File: config.mk
export PLATFORM = sky130hd
export DESIGN_NAME = sram_read_mux
export DESIGN_NICKNAME = d
export VERILOG_FILES = /design/src/common/sram_pkg.sv /design/src/hdl/sram_read_mux.sv
export VERILOG_INCLUDE_DIRS = /design/src /design/src/common
export SDC_FILE = /design/constraint.sdc
export NUM_CORES = 1
export LEC_CHECK = 0
export ABC_AREA = 1
export BUFFER_PORTS_ARGS = -buffer_cell sky130_fd_sc_hd__buf_4
export CAP_MARGIN = 15
export CORE_AREA = 2 2 130 132
export DETAILED_ROUTE_END_ITERATION = 12
export DIE_AREA = 0 0 132 134
export HOLD_SLACK_MARGIN = 0.12
export SYNTH_ARGS = -nofsm -noshare
export SYNTH_HDL_FRONTEND = slang
export SYNTH_SLANG_ARGS = --single-unit
File: constraint.sdc
create_clock -name clk_i -period 1.23 [get_ports clk_i]
set_input_delay 0.1845 -clock clk_i [delete_from_list [all_inputs] [get_ports clk_i]]
set_output_delay 0.1845 -clock clk_i [all_outputs]
set_load 0.02 [all_outputs]
File: src/common/sram_defs.svh
`ifndef SRAM_DEFS_SVH
`define SRAM_DEFS_SVH

// start of the sram window in the core address map
`define SRAM_BASE_ADDR 32'h8000_0000

// bank count and its log2, kept in step by hand
`define SRAM_NUM_BANKS 4
`define SRAM_LOG_BANKS 2

// log2 of words per bank, 64 words in the simulated default
`define SRAM_LOG_BANK_WORDS 6

// window end is base + banks * words * 4 bytes
// decoder derives it from the values above

`endif

File: src/common/sram_pkg.sv
`default_nettype none

package sram_pkg;

    `include "sram_defs.svh"

    // bus data word
    typedef logic [31:0] word_t;

    // byte address on both ports
    typedef logic [31:0] addr_t;

    // byte enables, bit n covers byte lane n
    typedef logic [3:0] be_t;

    // one-hot bank select, one bit per bank
    typedef logic [`SRAM_NUM_BANKS-1:0] bank_sel_t;

    // word index inside a bank
    typedef logic [`SRAM_LOG_BANK_WORDS-1:0] bank_addr_t;

    // bank number taken from the address
    typedef logic [`SRAM_LOG_BANKS-1:0] bank_num_t;

    // returned for any access outside the window
    localparam word_t ILLEGAL_RDATA = 32'hDEAD_BEEF;

endpackage

`default_nettype wire

File: src/hdl/sram_read_mux.sv
`timescale 1ns/100ps
`default_nettype none

`include "sram_defs.svh"

module sram_read_mux
    import sram_pkg::*;
(
    input  wire logic      clk_i,
    input  wire logic      rst_n_i,

    // request side, same cycle as the bank select
    input  wire logic      d_req_i,
    input  wire logic      i_req_i,
    input  wire logic      d_illegal_i,
    input  wire logic      i_illegal_i,
    input  wire bank_sel_t d_sel_i,
    input  wire bank_sel_t i_sel_i,

    // bank outputs, valid one cycle after the select
    input  wire word_t     d_read_vec_i [`SRAM_NUM_BANKS],
    input  wire word_t     i_read_vec_i [`SRAM_NUM_BANKS],

    output logic           d_rvalid_o,
    output logic           i_rvalid_o,
    output word_t          d_rdata_o,
    output word_t          i_rdata_o,
    output logic           illegal_memory_o
);

    bank_sel_t d_sel_q;
    bank_sel_t i_sel_q;
    logic      d_req_q;
    logic      i_req_q;
    logic      d_ill_q;
    logic      i_ill_q;

    // zero when the select is empty
    function automatic word_t pick_word(input bank_sel_t sel,
                                        input word_t vec [`SRAM_NUM_BANKS]);
        word_t w;
        w = '0;
        for (int b = 0; b < `SRAM_NUM_BANKS; b++)
        begin
            if (sel[b])
            begin
                w = vec[b];
            end
        end
        return w;
    endfunction

    // line up request info with the macro output register
    always_ff @(posedge clk_i)
    begin
        if (!rst_n_i)
        begin
            d_sel_q <= '0;
            i_sel_q <= '0;
            d_req_q <= 1'b0;
            i_req_q <= 1'b0;
            d_ill_q <= 1'b0;
            i_ill_q <= 1'b0;
        end
        else
        begin
            d_sel_q <= d_sel_i;
            i_sel_q <= i_sel_i;
            d_req_q <= d_req_i;
            i_req_q <= i_req_i;
            d_ill_q <= d_illegal_i;
            i_ill_q <= i_illegal_i;
        end
    end

    // writes get an rvalid too
    assign d_rvalid_o = d_req_q;
    assign i_rvalid_o = i_req_q;

    // illegal marker wins over bank data
    assign d_rdata_o = d_ill_q ? ILLEGAL_RDATA : pick_word(d_sel_q, d_read_vec_i);
    assign i_rdata_o = i_ill_q ? ILLEGAL_RDATA : pick_word(i_sel_q, i_read_vec_i);

    assign illegal_memory_o = d_ill_q | i_ill_q;

endmodule

`default_nettype wire

==> metrics.txt <==
# TYPE chip_impl_metric gauge
chip_impl_metric{name="die_area",unit="um2"} 17690
chip_impl_metric{name="max_slew_margin",unit="%"} 83.09
chip_impl_metric{name="edff_count_synth",unit=""} 0
chip_impl_metric{name="cts_htree_levels",unit=""} 1
chip_impl_metric{name="synthDistinctLibCells",unit=""} 14
chip_impl_metric{name="total_leakage_power",unit="nW"} 3.720
chip_impl_info{name="layout.cells.most_common_list",value="302 x sky130_fd_sc_hd__buf_4, 152 x sky130_fd_sc_hd__nand2_1, 96 x sky130_fd_sc_hd__nor2_1"} 1
chip_impl_metric{name="detailroute.via_count",unit=""} 5079
chip_impl_info{name="rsz_0062_raised_after_global_routing",value="true"} 1
chip_impl_metric{name="mappedNetlistArea",unit="um2"} 2835
chip_impl_metric{name="detailedRoute.firstIterationViolations",unit=""} 121
chip_impl_info{name="outcome",value="complete, but fails checks"} 1
chip_impl_metric{name="cts.reportedPaths.clkPinSlew",unit="ns"} 0.05
chip_impl_metric{name="first_pass_grt_wire_length",unit="um"} 25750
chip_impl_metric{name="antenna-diode-count",unit=""} 0
chip_impl_metric{name="synth_seq_cells",unit=""} 12
chip_impl_metric{name="layout-drive-gt1-share",unit="%"} 57.31
chip_impl_info{name="critical-path-slowest-cell",value="sky130_fd_sc_hd__dfxtp_4"} 1
chip_impl_metric{name="period_share",unit="%"} 132.4
chip_impl_metric{name="grt_start_max_net_pins",unit=""} 33
chip_impl_metric{name="coreArea",unit="um2"} 16290
chip_impl_metric{name="detail_route.wirelength",unit="um"} 17010
chip_impl_info{name="hold_path.class",value="input port to flip-flop"} 1
chip_impl_metric{name="initial_utilization",unit="%"} 17.41
chip_impl_info{name="crit_chain",value="buf_6, clkinvlp_4, nand2_2, nand3_2, a21oi_2, buf_6"} 1
chip_impl_metric{name="clock_power_share",unit="%"} 17.5
chip_impl_info{name="synth-main-ff-cell",value="sky130_fd_sc_hd__dfxtp_1"} 1
chip_impl_metric{name="final.fill_count",unit=""} 1740
chip_impl_metric{name="fin_nets",unit=""} 1222
chip_impl_metric{name="grt_antenna_before_repair",unit=""} 0
chip_impl_metric{name="number_of_placed_instances_taps_included",unit=""} 1152
chip_impl_metric{name="place_congestion",unit=""} 0.8345
chip_impl_metric{name="final_setup_vio_count",unit=""} 64
chip_impl_info{name="cts_tree",value="yes"} 1
chip_impl_info{name="setup_crit_end_kind",value="output port"} 1
chip_impl_metric{name="clock.fmax",unit="MHz"} 613.9
chip_impl_metric{name="synth_async_sr_flop_share",unit="%"} 0
chip_impl_metric{name="path_max_fanout",unit=""} 8
chip_impl_metric{name="syn_inst",unit=""} 608
chip_impl_metric{name="area_used_by_multi_input_combinational_logic",unit="um2"} 2758
chip_impl_metric{name="wl_per_cell",unit="um"} 14.52
chip_impl_metric{name="final_total_negative_setup_slack",unit="ns"} -21.23
chip_impl_info{name="synth_top_area_cell",value="sky130_fd_sc_hd__nand2_1"} 1
chip_impl_metric{name="power.share.switching",unit="%"} 39.92
chip_impl_metric{name="worst-path-buf-inv",unit=""} 3
chip_impl_metric{name="dp_hpwl",unit="um"} 13280
chip_impl_metric{name="cellInternalPower",unit="W"} 0.002401
chip_impl_metric{name="dieHeight",unit="um"} 134
chip_impl_metric{name="areaGrowthSynthToFinish",unit="%"} 142.6
chip_impl_metric{name="switching_power",unit="W"} 0.001595
chip_impl_metric{name="vias_in_the_first_global_route",unit=""} 5136
chip_impl_metric{name="whs",unit="ns"} 0.1270
chip_impl_metric{name="drv.max_cap_violation_count",unit=""} 0
chip_impl_metric{name="cp.arrival",unit="ns"} 1.44
chip_impl_metric{name="sequential_cell_area",unit="um2"} 255.2
chip_impl_info{name="critical_path_class",value="flip-flop to output port"} 1
chip_impl_metric{name="final_cells",unit=""} 1171
chip_impl_metric{name="final_antenna_net_count",unit=""} 0
chip_impl_metric{name="fp-row-count",unit=""} 47
chip_impl_info{name="crit_path_start_kind",value="flip-flop"} 1
chip_impl_metric{name="grt_remaining_overflow",unit=""} 0
chip_impl_metric{name="cpPeakStageDelay",unit="ns"} 0.39
chip_impl_metric{name="detail_route.vias_per_cell",unit=""} 4.337
chip_impl_metric{name="final-hold-violation-count",unit=""} 0
chip_impl_metric{name="postLayoutSetupSlackWorst",unit="ns"} -0.3989
chip_impl_metric{name="floorplan.io_pins",unit=""} 337
chip_impl_metric{name="die_w",unit="um"} 132
chip_impl_metric{name="numClockSinks",unit=""} 12
chip_impl_metric{name="syn_nets",unit=""} 878
chip_impl_info{name="cp_common_cell",value="sky130_fd_sc_hd__buf_6"} 1
chip_impl_metric{name="yosys.area.top_type_share",unit="%"} 33.50
chip_impl_metric{name="pwr-share-comb",unit="%"} 71.4
chip_impl_info{name="root_buffer",value="sky130_fd_sc_hd__clkbuf_16"} 1
chip_impl_metric{name="first_pass_iters",unit=""} 4
chip_impl_info{name="layout.cells.most_common",value="sky130_fd_sc_hd__buf_4"} 1
chip_impl_metric{name="timing.final.max_slew_violations",unit=""} 0
chip_impl_metric{name="cp.required",unit="ns"} 1.05
chip_impl_metric{name="post_synth.cell_area_avg",unit="um2"} 4.663
chip_impl_metric{name="power.sequential.fraction",unit="%"} 11.1
chip_impl_metric{name="final_period_minus_worst_setup_slack",unit="ns"} 1.629
chip_impl_metric{name="power_density_of_the_placed_cells",unit="nW/um2"} 580.9
chip_impl_metric{name="cts-buffers-inserted",unit=""} 3
chip_impl_metric{name="clockBufferDepth",unit=""} 2
chip_impl_metric{name="power.ir.vdd_worst",unit="mV"} 0.3155
chip_impl_info{name="critical-path-top-delay-family",value="buffers and inverters"} 1
chip_impl_info{name="biggest_area_contributors_in_the_synthesized_netlist",value="sky130_fd_sc_hd__nand2_1 33%, sky130_fd_sc_hd__a21oi_1 23%, sky130_fd_sc_hd__nor2_1 13%, sky130_fd_sc_hd__dfxtp_1 8.5%, sky130_fd_sc_hd__inv_1 4.8%"} 1
chip_impl_metric{name="number_of_cells_on_the_critical_path",unit=""} 6
chip_impl_metric{name="synth.yosys.warnings",unit=""} 0
chip_impl_info{name="critPathCapture",value="d_rdata_o[24]"} 1
chip_impl_info{name="crit_start",value="d_sel_q[1]"} 1
chip_impl_info{name="violations",value="setup timing"} 1
chip_impl_metric{name="port_bufs",unit=""} 336
chip_impl_metric{name="drc_violations_left",unit=""} 0
chip_impl_metric{name="actual_transition_at_the_worst_max_transition_pin",unit="ns"} 0.2509
chip_impl_metric{name="p_total",unit="W"} 0.003996
chip_impl_metric{name="globalRouteTotalUtil",unit="%"} 17.83
chip_impl_metric{name="sequential_cell_area_fraction_in_the_yosys_report",unit="%"} 8.473
## worst min path at each step
stage / start / endpoint / slack (ns) / cells past startpoint
floorplan: d_req_i / d_rvalid_o / 0.28 / 2
global placement: d_req_i / d_rvalid_o / 0.36 / 3
detailed placement: d_req_i / d_rvalid_o / 0.37 / 3
CTS: i_sel_i[3] / i_sel_q[3] / 0.12 / 3
global route: i_sel_i[3] / i_sel_q[3] / 0.15 / 3
finish: i_sel_i[3] / i_sel_q[3] / 0.13 / 3
## worst min-delay path, cell delays in order
cell and delay, ns:
sky130_fd_sc_hd__buf_4 0.07, sky130_fd_sc_hd__nand2_1 0.05, sky130_fd_sc_hd__inv_1 0.04
## state kept, by name (all words and copies together) (netlist names)
| name | cells |
|---|---|
| d_ill_q | 1 |
| d_sel_q | 4 |
| i_rvalid_o | 1 |
| i_sel_q | 4 |
| d_rvalid_o | 1 |
| i_ill_q | 1 |
## stage by stage
stage,setup slack (ns),cell area [um2],util (%)
floorplan,0.02029,2895,-
global placement,-0.2319,5769,35.42
detailed placement,-0.2407,5769,35.42
CTS,-0.3881,6414,39.37
global route,-0.4784,6879,42.23
finish,-0.3989,6879,42.23
## synth_stat cells (4+ instances only)
cell	number
sky130_fd_sc_hd__clkbuf_1	10
sky130_fd_sc_hd__a21oi_1	128
sky130_fd_sc_hd__nor2_1	96
sky130_fd_sc_hd__inv_1	36
sky130_fd_sc_hd__buf_2	21
sky130_fd_sc_hd__nand3_1	16
sky130_fd_sc_hd__o21ai_0	16
sky130_fd_sc_hd__buf_4	4
sky130_fd_sc_hd__dfxtp_1	12
sky130_fd_sc_hd__nand2_1	253
sky130_fd_sc_hd__buf_6	11
## metal layers
layer  up-vias  part of all wire [%]  track usage [%]
met3        23                   7.1            3.704
li1       2594                     -                -
met5         -                     0                0
met4         0                   2.5            5.797
met2       229                    53            34.26
met1      2233                    38            19.42
## timing repair
action                     4_1_cts  5_1_grt
cloned                           2        3
setup endpoints to repair       65       65
resized for setup              117      131
pin swaps                        1       23
hold endpoints to repair         9        0
hold buffers                     9        0
buffers inserted                 3        1
## power by group through the flow
stage                     sequential, W  combinational (W)  clock, W
final                          0.000442            0.00285  0.000699
after global routing           0.000446            0.00308  0.000745
after CTS                      0.000442            0.00266  0.000742
after detailed placement       0.000448            0.00237         0
after global placement         0.000448            0.00237         0
after floorplan                0.000428            0.00113         0
## cell families after synthesis
family	synth area share, %
buffers and inverters	15.67
AO/OA/AOI/OAI	25.42
AND/OR/NAND/NOR	50.44
flip-flops	8.473
## layout make-up
type                    count  share of cell area (%)
inverters                  38                   2.292
well taps                 220                   4.001
repair buffers            386                   48.62
multi-input cells         511                   40.09
clock buffers               4                   1.291
flip-flops and latches     12                   3.710
(Power assumes the default switching activity.)
