==> config.mk <==
export PLATFORM = sky130hd
export DESIGN_NAME = sram_addr_decode_flat
export DESIGN_NICKNAME = d
export VERILOG_FILES = /design/src/common/sram_pkg.sv /design/src/common/bank_wr_if.sv /design/src/hdl/sram_addr_decode.sv /design/src/flat_wrapper.sv
export VERILOG_INCLUDE_DIRS = /design/src /design/src/common
export SDC_FILE = /design/constraint.sdc
export NUM_CORES = 1
export LEC_CHECK = 0
export BUFFER_PORTS_ARGS = -buffer_cell sky130_fd_sc_hd__buf_4
export CAP_MARGIN = 20
export CELL_PAD_IN_SITES_DETAIL_PLACEMENT = 0
export CELL_PAD_IN_SITES_GLOBAL_PLACEMENT = 1
export CORE_MARGIN = 8
export CORE_UTILIZATION = 10
export DETAILED_ROUTE_END_ITERATION = 10
export PLACE_DENSITY = 0.81
export SLEW_MARGIN = 25
export SYNTH_ARGS = -nofsm -noshare
export SYNTH_HDL_FRONTEND = slang
export SYNTH_SLANG_ARGS = --single-unit
==> constraint.sdc <==
create_clock -name vclk -period 0.8
set_input_delay 0 -clock vclk [all_inputs]
set_output_delay 0 -clock vclk [all_outputs]
set_load 0.01 [all_outputs]
==> src/common/sram_defs.svh <==
`ifndef SRAM_DEFS_SVH
`define SRAM_DEFS_SVH

// start of the sram window in the core address map
`define SRAM_BASE_ADDR 32'h8000_0000

// bank count and its log2, kept in step by hand
`define SRAM_NUM_BANKS 4
`define SRAM_LOG_BANKS 2

// log2 of words per bank, 64 words in the simulated default
`define SRAM_LOG_BANK_WORDS 6

// window end is base + banks * words * 4 bytes
// decoder derives it from the values above

`endif

==> src/common/sram_pkg.sv <==
`default_nettype none

package sram_pkg;

    `include "sram_defs.svh"

    // bus data word
    typedef logic [31:0] word_t;

    // byte address on both ports
    typedef logic [31:0] addr_t;

    // byte enables, bit n covers byte lane n
    typedef logic [3:0] be_t;

    // one-hot bank select, one bit per bank
    typedef logic [`SRAM_NUM_BANKS-1:0] bank_sel_t;

    // word index inside a bank
    typedef logic [`SRAM_LOG_BANK_WORDS-1:0] bank_addr_t;

    // bank number taken from the address
    typedef logic [`SRAM_LOG_BANKS-1:0] bank_num_t;

    // returned for any access outside the window
    localparam word_t ILLEGAL_RDATA = 32'hDEAD_BEEF;

endpackage

`default_nettype wire

==> src/common/bank_wr_if.sv <==
`timescale 1ns/100ps
`default_nettype none

// data port request as seen by the bank array
interface bank_wr_if
    import sram_pkg::*;
();

    // one-hot, all zero for an idle or illegal request
    bank_sel_t  sel;
    // write strobe, only set for a legal write
    logic       we;
    be_t        be;
    // word index shared by every bank
    bank_addr_t addr;
    word_t      wdata;

    // decode side drives everything
    modport decoder
    (
        output sel,
        output we,
        output be,
        output addr,
        output wdata
    );

    // bank side only listens
    modport array
    (
        input sel,
        input we,
        input be,
        input addr,
        input wdata
    );

endinterface

`default_nettype wire

==> src/hdl/sram_addr_decode.sv <==
`timescale 1ns/100ps
`default_nettype none

`include "sram_defs.svh"

module sram_addr_decode
    import sram_pkg::*;
(
    input  wire logic  d_req_i,
    input  wire addr_t d_addr_i,
    input  wire logic  d_we_i,
    input  wire be_t   d_be_i,
    input  wire word_t d_wdata_i,
    input  wire logic  i_req_i,
    input  wire addr_t i_addr_i,

    output logic       d_gnt_o,
    output logic       i_gnt_o,
    output logic       d_illegal_o,
    output logic       i_illegal_o,
    output bank_sel_t  inst_sel_o,
    output bank_addr_t inst_addr_o,

    bank_wr_if.decoder d_bank
);

    // byte offset of the bank number inside an address
    localparam int BANK_LSB = `SRAM_LOG_BANK_WORDS + 2;
    localparam addr_t WIN_BASE = `SRAM_BASE_ADDR;
    localparam addr_t WIN_END = 32'(`SRAM_BASE_ADDR
        + `SRAM_NUM_BANKS * (2 ** `SRAM_LOG_BANK_WORDS) * 4);

    logic      d_legal;
    logic      i_legal;
    bank_num_t d_bank_num;
    bank_num_t i_bank_num;

    // end address is exclusive
    function automatic logic in_window(input addr_t addr);
        return (addr >= WIN_BASE) && (addr < WIN_END);
    endfunction

    function automatic bank_sel_t make_sel(input logic hit, input bank_num_t num);
        bank_sel_t sel;
        sel = '0;
        if (hit)
        begin
            sel[num] = 1'b1;
        end
        return sel;
    endfunction

    always_comb
    begin
        d_legal    = in_window(d_addr_i);
        i_legal    = in_window(i_addr_i);
        d_bank_num = d_addr_i[BANK_LSB +: `SRAM_LOG_BANKS];
        i_bank_num = i_addr_i[BANK_LSB +: `SRAM_LOG_BANKS];
    end

    // no wait states, every request granted at once
    assign d_gnt_o = d_req_i;
    assign i_gnt_o = i_req_i;

    // flagged here, reported by the read mux a cycle later
    assign d_illegal_o = d_req_i && !d_legal;
    assign i_illegal_o = i_req_i && !i_legal;

    // data port towards the banks
    assign d_bank.sel   = make_sel(d_req_i && d_legal, d_bank_num);
    assign d_bank.we    = d_req_i && d_we_i && d_legal;
    assign d_bank.be    = d_be_i;
    assign d_bank.addr  = d_addr_i[BANK_LSB-1:2];
    assign d_bank.wdata = d_wdata_i;

    // instruction port, read only
    assign inst_sel_o  = make_sel(i_req_i && i_legal, i_bank_num);
    assign inst_addr_o = i_addr_i[BANK_LSB-1:2];

endmodule

`default_nettype wire

==> src/flat_wrapper.sv <==
// flat-port wrapper written by rule: the top's interface ports become plain ports
module sram_addr_decode_flat import sram_pkg::*;
  (d_req_i, d_addr_i, d_we_i, d_be_i, d_wdata_i, i_req_i, i_addr_i, d_gnt_o, i_gnt_o, d_illegal_o, i_illegal_o, inst_sel_o, inst_addr_o, d_bank_sel, d_bank_we, d_bank_be, d_bank_addr, d_bank_wdata);
  bank_wr_if d_bank_i ();
  input  wire logic d_req_i;
  input  wire addr_t d_addr_i;
  input  wire logic d_we_i;
  input  wire be_t d_be_i;
  input  wire word_t d_wdata_i;
  input  wire logic i_req_i;
  input  wire addr_t i_addr_i;
  output logic d_gnt_o;
  output logic i_gnt_o;
  output logic d_illegal_o;
  output logic i_illegal_o;
  output bank_sel_t inst_sel_o;
  output bank_addr_t inst_addr_o;
  output wire logic [$bits(d_bank_i.sel)-1:0] d_bank_sel;
  output wire logic [$bits(d_bank_i.we)-1:0] d_bank_we;
  output wire logic [$bits(d_bank_i.be)-1:0] d_bank_be;
  output wire logic [$bits(d_bank_i.addr)-1:0] d_bank_addr;
  output wire logic [$bits(d_bank_i.wdata)-1:0] d_bank_wdata;
  assign d_bank_sel = d_bank_i.sel;
  assign d_bank_we = d_bank_i.we;
  assign d_bank_be = d_bank_i.be;
  assign d_bank_addr = d_bank_i.addr;
  assign d_bank_wdata = d_bank_i.wdata;
  sram_addr_decode u_core (.d_req_i(d_req_i), .d_addr_i(d_addr_i), .d_we_i(d_we_i), .d_be_i(d_be_i), .d_wdata_i(d_wdata_i), .i_req_i(i_req_i), .i_addr_i(i_addr_i), .d_gnt_o(d_gnt_o), .i_gnt_o(i_gnt_o), .d_illegal_o(d_illegal_o), .i_illegal_o(i_illegal_o), .inst_sel_o(inst_sel_o), .inst_addr_o(inst_addr_o), .d_bank(d_bank_i));
endmodule
==> results of run 1 <==
==> cell usage after synthesis, drive strengths merged <==
cell type and count:
inv 2, nor4 17, buf 50, nand4 2
o21a 2, nor3 1, nand2 4, nor4b 1
nor2 1, nand3b 1, nand2b 2
==> per-layer routing <==
metal | GRT usage [%] | wire length [µm] | part of all wire [%]
met2 | 9.58 | 1410 | 58
met3 | 1.12 | 243 | 10
met1 | 4.53 | 675 | 28
met4 | 2.51 | 89 | 3.7
met5 | 0 | 0 | 0
==> through the flow <==
stage	utilization, %	area [µm²]	total power (W)	worst slack [ns]
floorplan	-	688	0.000308	-0.0730
global placement	15.3	902	0.000290	-0.337
detailed placement	15.3	902	0.000294	-0.351
CTS	18.9	1110	0.000377	-0.299
global route	20.1	1180	0.000413	-0.356
finish	20.1	1180	0.000389	-0.314
==> what timing repair did <==
item / in CTS / in global routing
pin swaps: 19 / 12
cloned: 0 / 0
buffers inserted: 3 / 2
gates resized for setup: 36 / 11
endpoints found under the setup margin: 11 / 11
==> how the worst max path moves through the flow <==
stage	slack, ns	cells past startpoint	to
2_1_floorplan	-0.07	3	inst_sel_o[0]
5_1_grt	-0.36	5	d_bank_sel[0]
3_3_place_gp	-0.34	6	inst_sel_o[2]
3_5_place_dp	-0.35	6	inst_sel_o[2]
6_report	-0.31	6	inst_sel_o[0]
4_1_cts	-0.30	6	inst_sel_o[2]
==> logic make-up after synthesis <==
logic type	after synthesis
buf+inv	52
simple gates	29
compound gates	2
==> critical path: stages <==
cell      delay (ns)
buf_6           0.10
nor4_4          0.24
nand3b_1        0.18
buf_6           0.18
nor4_4          0.26
buf_4           0.16
==> power by group through the flow <==
stage	Clock, W	Combinational (W)	Sequential (W)
6_report	0	0.000389	0
5_1_grt	0	0.000413	0
4_1_cts	0	0.000377	0
3_5_place_dp	0	0.000294	0
3_3_place_gp	0	0.000290	0
2_1_floorplan	0	0.000308	0
==> layout make-up <==
class / count / area, µm²
Tap cell: 75 / 93.8
Inverter: 2 / 7.51
Timing Repair Buffer: 71 / 642
Fill cell: 658 / 4700
Multi-Input combinational cell: 31 / 442
==> key figures, run 1 <==
Synthesis
  – Post-Syn Nets: approximately 190
  – Distinct cells, synth: 13
  – Compound-Gate Fraction of Synth Area: 2.49%
  – Synthesized cell area: a little over 600 µm²
  – Post-synthesis simple-gate area fraction: about a third
  – Area leader, netlist: buf_4
  – Post-Syn Area per Cell: 7.27 µm²
  – Share of the yosys chip area belonging to registers: 0%
  – Ys Warns: 0
  – Synth Area in XOR/XNOR: 0%
  – Share of the synthesized area in the top cell type: between 60% and 70%
  – Largest family of logic cells by synthesized area: buffers and inverters
  – Syn Inst Count: 83
  – Post-synthesis adder-cell area fraction: 0%
  – Synth area leaders: buf_4 62%, nor4_1 16%, nor4_2 4.1%
  – Post-synthesis mux area share: 0%

Detailed routing
  – Routed Antenna Nets: 0
  – Wirelength per Cell: between 10 and 15 µm
  – # DRC: 0
  – DR vias/cell: 3.53
  – Initial DRT Pass Iterations: 2
  – Number of DRC markers in iteration 0: 9
  – Via Count: between 600 and 700
  – Routed wire length: ~2400 µm

Critical path
  – CP Data Arrival Time: ~1.1 ns
  – Worst setup SP type: input pin
  – Worst Setup SP: i_addr_i[30]
  – Worst EP required: 0.80 ns
  – Crit Path Class: in2out
  – Setup crit end kind: output port
  – Highest net fanout along the worst path: 3

Pwr
  – Sequential Power Share: 0%
  – Internal: roughly 0.00025 W
  – Comb pwr share: 100.0%
  – Switching Share: a little under two fifths
  – Leak Pwr: around 0.5 nW
  – NetSw: 0.000142 W
  – VDD IR max: 0.000120 V
  – Pwr Density: around 330 nW/µm²
  – Power share of the clock group: 0%

Die
  – Area of the die: around 8800 µm²
  – Chip width: approximately 94 µm
  – Initial Utilization: 10.2%
  – Die Ht: 93.7 µm
  – Core area: 5890 µm²
  – # IOs: approximately 160
  – Row Count: 28

Global route
  – Vias in the first global route: 709
  – Pin count of the biggest net entering global routing: 7
  – First-pass GRT wire length: ~3600 µm
  – All-layer global routing usage: ~4.9%
  – Antenna violations before repair: 0
  – Total grt overflow: 0

Hold path
  – WHS Path Cells: 0
  – HP Class: in2out
  – Min-delay src: d_wdata_i[28]
  – Hold Path End: d_bank_wdata[28]

Timing
  – Fin. Hold Viols: 0
  – # setup viols final: 11
  – Worst-Margin Slew: around 0.26 ns
  – RSZ-0062 raised after global routing: true
  – Rel. slew slack: between 80 and 90%
  – Hold_ws: 0.00000443 ns
  – Final period util: 139%
  – Final setup margin: -0.314 ns
  – Slew Limit Fails: 0
  – Fin crit period: around 1.1 ns
  – Fmax: between 0.8 and 0.9 GHz
  – Setup TNS: -2.69 ns

Finish
  – Synthesis-to-layout area growth: 96.5%
  – Most common cell after layout, fill and taps aside: buf_4
  – Sequential cells: 0
  – Antenna diodes: 0
  – Finished Layout Cells: about 180
  – Share of cells above drive strength 1: between 80% and 90%
  – Nets: 209
  – CLK BUF: 0
  – Most frequent cells in the layout: 42 x buf_4, 29 x buf_6, 13 x nor4_4
  – Seq. cell area: 0 µm²

Placement
  – Number of I/O port buffers: 64
  – Placed Cells: between 150 and 200
  – HPWL Detailed: ~2000 µm
  – Routability congestion estimate: roughly 0.74

Clock network
  – CTS Hold Bufs: 0

Job
  – Max-cap violations: 0

Status
  – Outcome: complete, but fails checks
  – Violated checks: setup timing
(Power assumes the default switching activity.)
==> inputs of run 2 (changes only) <==
Settings changed: RECOVER_POWER from default to 100.
==> run 2 against run 1 <==
- the flow still finishes with violations (setup timing)
- die area stayed put
- critical path depth stayed put
- highest routed layer unchanged
- cell count is the same
- via count did not move
- global-route usage did not move
- count of clock-buffer cells in the layout unchanged
- core utilization is 0.13 points lower
- power fell by 1.1%
- non-clock buffer count is the same
- combinational power decreased by 1%
- wire length is essentially flat
- sequential share of layout area unchanged
==> key figures, run 2 (synthesized netlist as in run 1, its figures left out) <==
Pwr
  – VDD IR max: 0.000120 V (-0.30%)
  – Pwr Density: 326 nW/µm² (-0.48%)
  – Leak Pwr: 0.480 nW (-1.5%)
  – Final Power: 0.000384 W (-1.1%)

Finish
  – Share of cells above drive strength 1: 85.6% (-1.9 points)
  – Final instance area: 1180 µm² (-0.63%)
  – Finished Layout Cells: 179 (unchanged)
  – Sequential cells: 0 (unchanged)
  – Synthesis-to-layout area growth: 95.2%
  – Nets: 209 (unchanged)
  – Most frequent cells in the layout: 40 x buf_4, 29 x buf_6, 13 x nor4_4
  – Filler cells: 659 (+0.15%)
  – Antenna diodes: 0 (unchanged)
  – CLK BUF: 0 (unchanged)
  – Most common cell after layout, fill and taps aside: buf_4
  – Seq. cell area: 0 µm² (unchanged)
  – Util after Layout: 20.0% (-0.13 points)

Timing
  – Rel. slew slack: 82.5% (unchanged)
  – Final period util: 139% (unchanged)
  – # setup viols final: 11 (unchanged)
  – Fin crit period: 1.11 ns (unchanged)
  – Fmax: 0.898 GHz (unchanged)
  – RSZ-0062 raised after global routing: true
  – Fin. Hold Viols: 0 (unchanged)
  – Worst-Margin Slew: 0.260 ns (unchanged)
  – Slew Limit Fails: 0 (unchanged)
  – Final setup margin: -0.314 ns (unchanged)

Critical path
  – CP max-delay cell: nor4_4
  – Highest net fanout along the worst path: 3 (unchanged)
  – CP Data Arrival Time: 1.11 ns (about the same)
  – Crit path depth: 6 (unchanged)
  – CP Cell Sequence: buf_6 -> nor4_4 -> nand3b_1 -> buf_6 -> nor4_4 -> buf_4
  – Crit path buffers/inverters: 3 (unchanged)
  – Worst EP required: 0.80 ns (about the same)
  – Setup crit end kind: output port
  – Crit path largest cell delay: 0.26 ns (about the same)
  – CP delay by family, top: simple AND/OR/NAND/NOR gates
  – Worst setup SP type: input pin
  – Crit Path Class: in2out

Placement
  – Placed Cells: 174 (unchanged)
  – Routability congestion estimate: 0.737 (unchanged)
  – Placed inst area: 902 µm² (unchanged)
  – HPWL Detailed: 1960 µm (unchanged)
  – Pre-CTS WS: -0.351 ns (unchanged)
  – Number of I/O port buffers: 64 (unchanged)

Hold path
  – Hold Path End: d_bank_wdata[28]
  – HP Class: in2out
  – Min-delay src: d_wdata_i[28]
  – WHS Path Cells: 0 (unchanged)

Global route
  – Antenna violations before repair: 0 (unchanged)
  – First-pass GRT wire length: 3620 µm (unchanged)
  – Pin count of the biggest net entering global routing: 7 (unchanged)
  – Total grt overflow: 0 (unchanged)
  – Vias in the first global route: 709 (unchanged)
  – All-layer global routing usage: 4.87% (unchanged)

Die
  – # IOs: 164 (unchanged)
  – Core area: 5890 µm² (unchanged)
  – Initial Utilization: 10.2% (unchanged)
  – Die Ht: 93.7 µm (unchanged)
  – Chip width: 93.7 µm (unchanged)
  – Row Count: 28 (unchanged)
  – Area of the die: 8770 µm² (unchanged)

Detailed routing
  – Routed wire length: 2420 µm (about the same)
  – Via Count: 632 (unchanged)
  – DR vias/cell: 3.53 (unchanged)
  – # DRC: 0 (unchanged)
  – Routed Antenna Nets: 0 (unchanged)
  – Wirelength per Cell: 13.5 µm (about the same)
  – Number of DRC markers in iteration 0: 9 (unchanged)
  – Initial DRT Pass Iterations: 2 (unchanged)

Job
  – Max-cap violations: 0 (unchanged)

Status
  – Outcome: complete, but fails checks
  – Violated checks: setup timing

Clock network
  – CTS Hold Bufs: 0 (unchanged)
==> run 2: changes by cell type in the layout (fill, tap and decap cells not counted), sizes merged <==
cell    change
clkbuf      +2
buf         -2
==> run 2: how the worst max path moves through the flow <==
stage                     slack [ns]       endpoint    startpoint
after floorplan                -0.07  inst_sel_o[0]  i_addr_i[23]
after global placement         -0.34  inst_sel_o[2]  i_addr_i[23]
after detailed placement       -0.35  inst_sel_o[2]  i_addr_i[18]
after CTS                      -0.30  inst_sel_o[2]  i_addr_i[30]
after global routing           -0.36  d_bank_sel[0]  d_addr_i[11]
final                          -0.31  inst_sel_o[0]  i_addr_i[30]
==> run 2: power breakdown <==
part / internal, W / total [W] / switching (W) / leakage, nW
Clock: 0 / 0 / 0 / 0
Combinational: 0.000242 / 0.000384 / 0.000142 / 0.480
Sequential: 0 / 0 / 0 / 0
Total: 0.000242 / 0.000384 / 0.000142 / 0.480
==> run 2: layer usage <==
metal / vias to the layer above / global-route usage, % / routed length, µm / share of wire [%]
li1: 284 / - / - / -
met4: 0 / 2.51 / 89 / 3.7
met3: 20 / 1.12 / 243 / 10
met2: 41 / 9.58 / 1410 / 58
met1: 287 / 4.53 / 678 / 28
met5: - / 0 / 0 / 0
==> run 2: cell type report <==
| cell class | count | area, µm² | share of cell area (%) |
|---|---|---|---|
| Multi-Input combinational cell | 31 | 442 | 37.5 |
| Tap cell | 75 | 93.8 | 7.97 |
| Inverter | 2 | 7.51 | 0.638 |
| Timing Repair Buffer | 71 | 634 | 53.9 |
==> run 2: what timing repair did <==
item | in CTS | in global routing
endpoints found under the setup margin | 11 | 11
gates cloned | 0 | 0
pin swaps | 19 | 12
gates resized for setup | 36 | 11
setup buffers | 3 | 2
==> run 2: through the flow <==
step | setup TNS (ns) | hold slack (ns)
after CTS | -2.81 | 0.0000686
after floorplan | -0.530 | 0.0286
final | -2.69 | 0.00000443
after global placement | -3.19 | 0.0000686
after detailed placement | -3.29 | 0.0000686
after global routing | -3.41 | 0.0000153
==> inputs of run 3 (changes only) <==
Settings changed: PLACE_DENSITY 0.81 to 0.82.
==> run 3 against run 2 <==
- the run still ends with setup timing left
- maximum frequency is 0.65% higher
- power shrank 6.4%
- cell count decreased by 1.1%
- critical path depth is 1 lower
- setup slack better by 0.0072 ns
- combinational power shrank 6.2%
==> key figures, run 3 (synthesized netlist as in run 1, its figures left out) <==
Pwr
  – VDD IR max: 0.000113 V (-5.9%)
  – Leak Pwr: 0.451 nW (-6.0%)
  – Final Power: 0.000360 W (-6.4%)
  – Pwr Density: 329 nW/µm² (+0.82%)

Timing
  – Fin crit period: 1.11 ns (-0.00718 ns)
  – Final setup margin: -0.307 ns (+0.00718 ns)
  – Final period util: 138% (-0.90 points)
  – Hold_ws: 0.00000392 ns (-0.000000515 ns)
  – Rel. slew slack: 82.0% (-0.50 points)
  – Fin. Hold Viols: 0 (unchanged)
  – Fmax: 0.904 GHz (+0.65%)
  – RSZ-0062 raised after global routing: true
  – # setup viols final: 11 (unchanged)
  – Slew Limit Fails: 0 (unchanged)
  – Worst-Margin Slew: 0.269 ns (+0.00836 ns)

Detailed routing
  – # DRC: 0 (unchanged)
  – Routed Antenna Nets: 0 (unchanged)
  – Routed wire length: 2530 µm (+4.5%)
  – Via Count: 641 (+1.4%)
  – Number of DRC markers in iteration 0: 5 (-4)
  – Initial DRT Pass Iterations: 4 (+2)
  – Wirelength per Cell: 14.3 µm (+5.6%)
  – DR vias/cell: 3.62 (+2.6%)

Die
  – Chip width: 93.7 µm (unchanged)
  – Row Count: 28 (unchanged)
  – # IOs: 164 (unchanged)
  – Core area: 5890 µm² (unchanged)
  – Die Ht: 93.7 µm (unchanged)
  – Area of the die: 8770 µm² (unchanged)
  – Initial Utilization: 10.2% (unchanged)

Critical path
  – Critical Path Sink: d_bank_sel[3]
  – CP Data Arrival Time: 1.11 ns (about the same)
  – CP max-delay cell: nor4_2
  – Highest net fanout along the worst path: 6 (+3)
  – CP Cell Sequence: buf_4 -> nor4_4 -> nand4_4 -> nor4_2 -> buf_4
  – Worst Setup SP: d_addr_i[19]
  – Setup crit end kind: output port
  – Worst EP required: 0.80 ns (about the same)
  – Crit Path Class: in2out
  – Cell mode on critical path: buf_4
  – Worst setup SP type: input pin
  – Crit path largest cell delay: 0.32 ns (+0.06 ns)

Finish
  – Seq. cell area: 0 µm² (unchanged)
  – Synthesis-to-layout area growth: 81.3%
  – Nets: 207 (-0.96%)
  – CLK BUF: 0 (unchanged)
  – Antenna diodes: 0 (unchanged)
  – Util after Layout: 18.6% (-1.4 points)
  – Share of cells above drive strength 1: 84.3% (-1.3 points)
  – Sequential cells: 0 (unchanged)
  – Most common cell after layout, fill and taps aside: buf_4
  – Filler cells: 680 (+3.2%)
  – Most frequent cells in the layout: 51 x buf_4, 15 x buf_6, 11 x nor4_4

Global route
  – Vias in the first global route: 790 (+11%)
  – Antenna violations before repair: 0 (unchanged)
  – Pin count of the biggest net entering global routing: 7 (unchanged)
  – Total grt overflow: 0 (unchanged)
  – All-layer global routing usage: 4.83% (-0.033 points)
  – First-pass GRT wire length: 3570 µm (-1.3%)

Job
  – Max-cap violations: 0 (unchanged)

Status
  – Outcome: complete, but fails checks
  – Violated checks: setup timing

Placement
  – Number of I/O port buffers: 64 (unchanged)
  – Routability congestion estimate: 0.721 (-2.2%)
  – HPWL Detailed: 2070 µm (+5.5%)

Hold path
  – HP Class: in2out

Clock network
  – CTS Hold Bufs: 0 (unchanged)
-- run 3: changes by cell type in the layout (fill, tap and decap cells not counted) --
cell	change
buf_4	+11
buf_6	-14
buf_8	+1
nor4_1	+1
nor4_2	+1
nor4_4	-2
-- run 3: per-layer routing --
metal | track usage (%) | vias up | part of all wire (%)
li1 | - | 281 | -
met1 | 4.16 | 280 | 28
met2 | 9.11 | 60 | 52
met3 | 2.08 | 20 | 16
met4 | 2.77 | 0 | 4.3
met5 | 0 | - | 0
-- run 3: worst min path at each step --
stage | startpoint | to | slack, ns | cells past startpoint
after floorplan | d_addr_i[8] | d_bank_sel[2] | 0.03 | 1
after global placement | d_wdata_i[12] | d_bank_wdata[12] | 0.00007 | 0
after detailed placement | d_wdata_i[12] | d_bank_wdata[12] | 0.00007 | 0
after CTS | d_wdata_i[12] | d_bank_wdata[12] | 0.00007 | 0
after global routing | i_addr_i[3] | inst_addr_o[1] | 0.00002 | 0
final | d_wdata_i[3] | d_bank_wdata[3] | 0.000004 | 0
-- run 3: power breakdown --
| part | switching (W) | total (W) | internal (W) |
|---|---|---|---|
| clock network | 0 | 0 | 0 |
| registers | 0 | 0 | 0 |
| logic | 0.000135 | 0.000360 | 0.000224 |
| total | 0.000135 | 0.000360 | 0.000224 |
-- run 3: area by class of cell --
cell class,instances,area [µm²],share of cell area (%)
inverters,2,7.51,0.686
multi-input cells,31,418,38.2
well taps,75,93.8,8.58
repair buffers,69,574,52.5
-- run 3: per-stage QoR --
step           worst slack (ns)  instances  TNS [ns]  area [µm²]
3_5_place_dp             -0.364        174     -3.48         902
3_3_place_gp             -0.331        174     -3.33         902
4_1_cts                  -0.335        177     -2.89        1070
6_report                 -0.307        177     -2.78        1090
5_1_grt                  -0.396        177     -3.60        1090
2_1_floorplan           -0.0730         83    -0.530         688
-- run 3: what timing repair did --
item,CTS,global route
setup endpoints to repair,11,11
hold endpoints to repair,0,0
setup buffers,3,0
pin swaps,16,4
gates resized for setup,27,5
-- run 3: critical path, delay by kind of cell --
family	cells	cell delay [ns]
simple gates	3	0.82
buf+inv	2	0.28
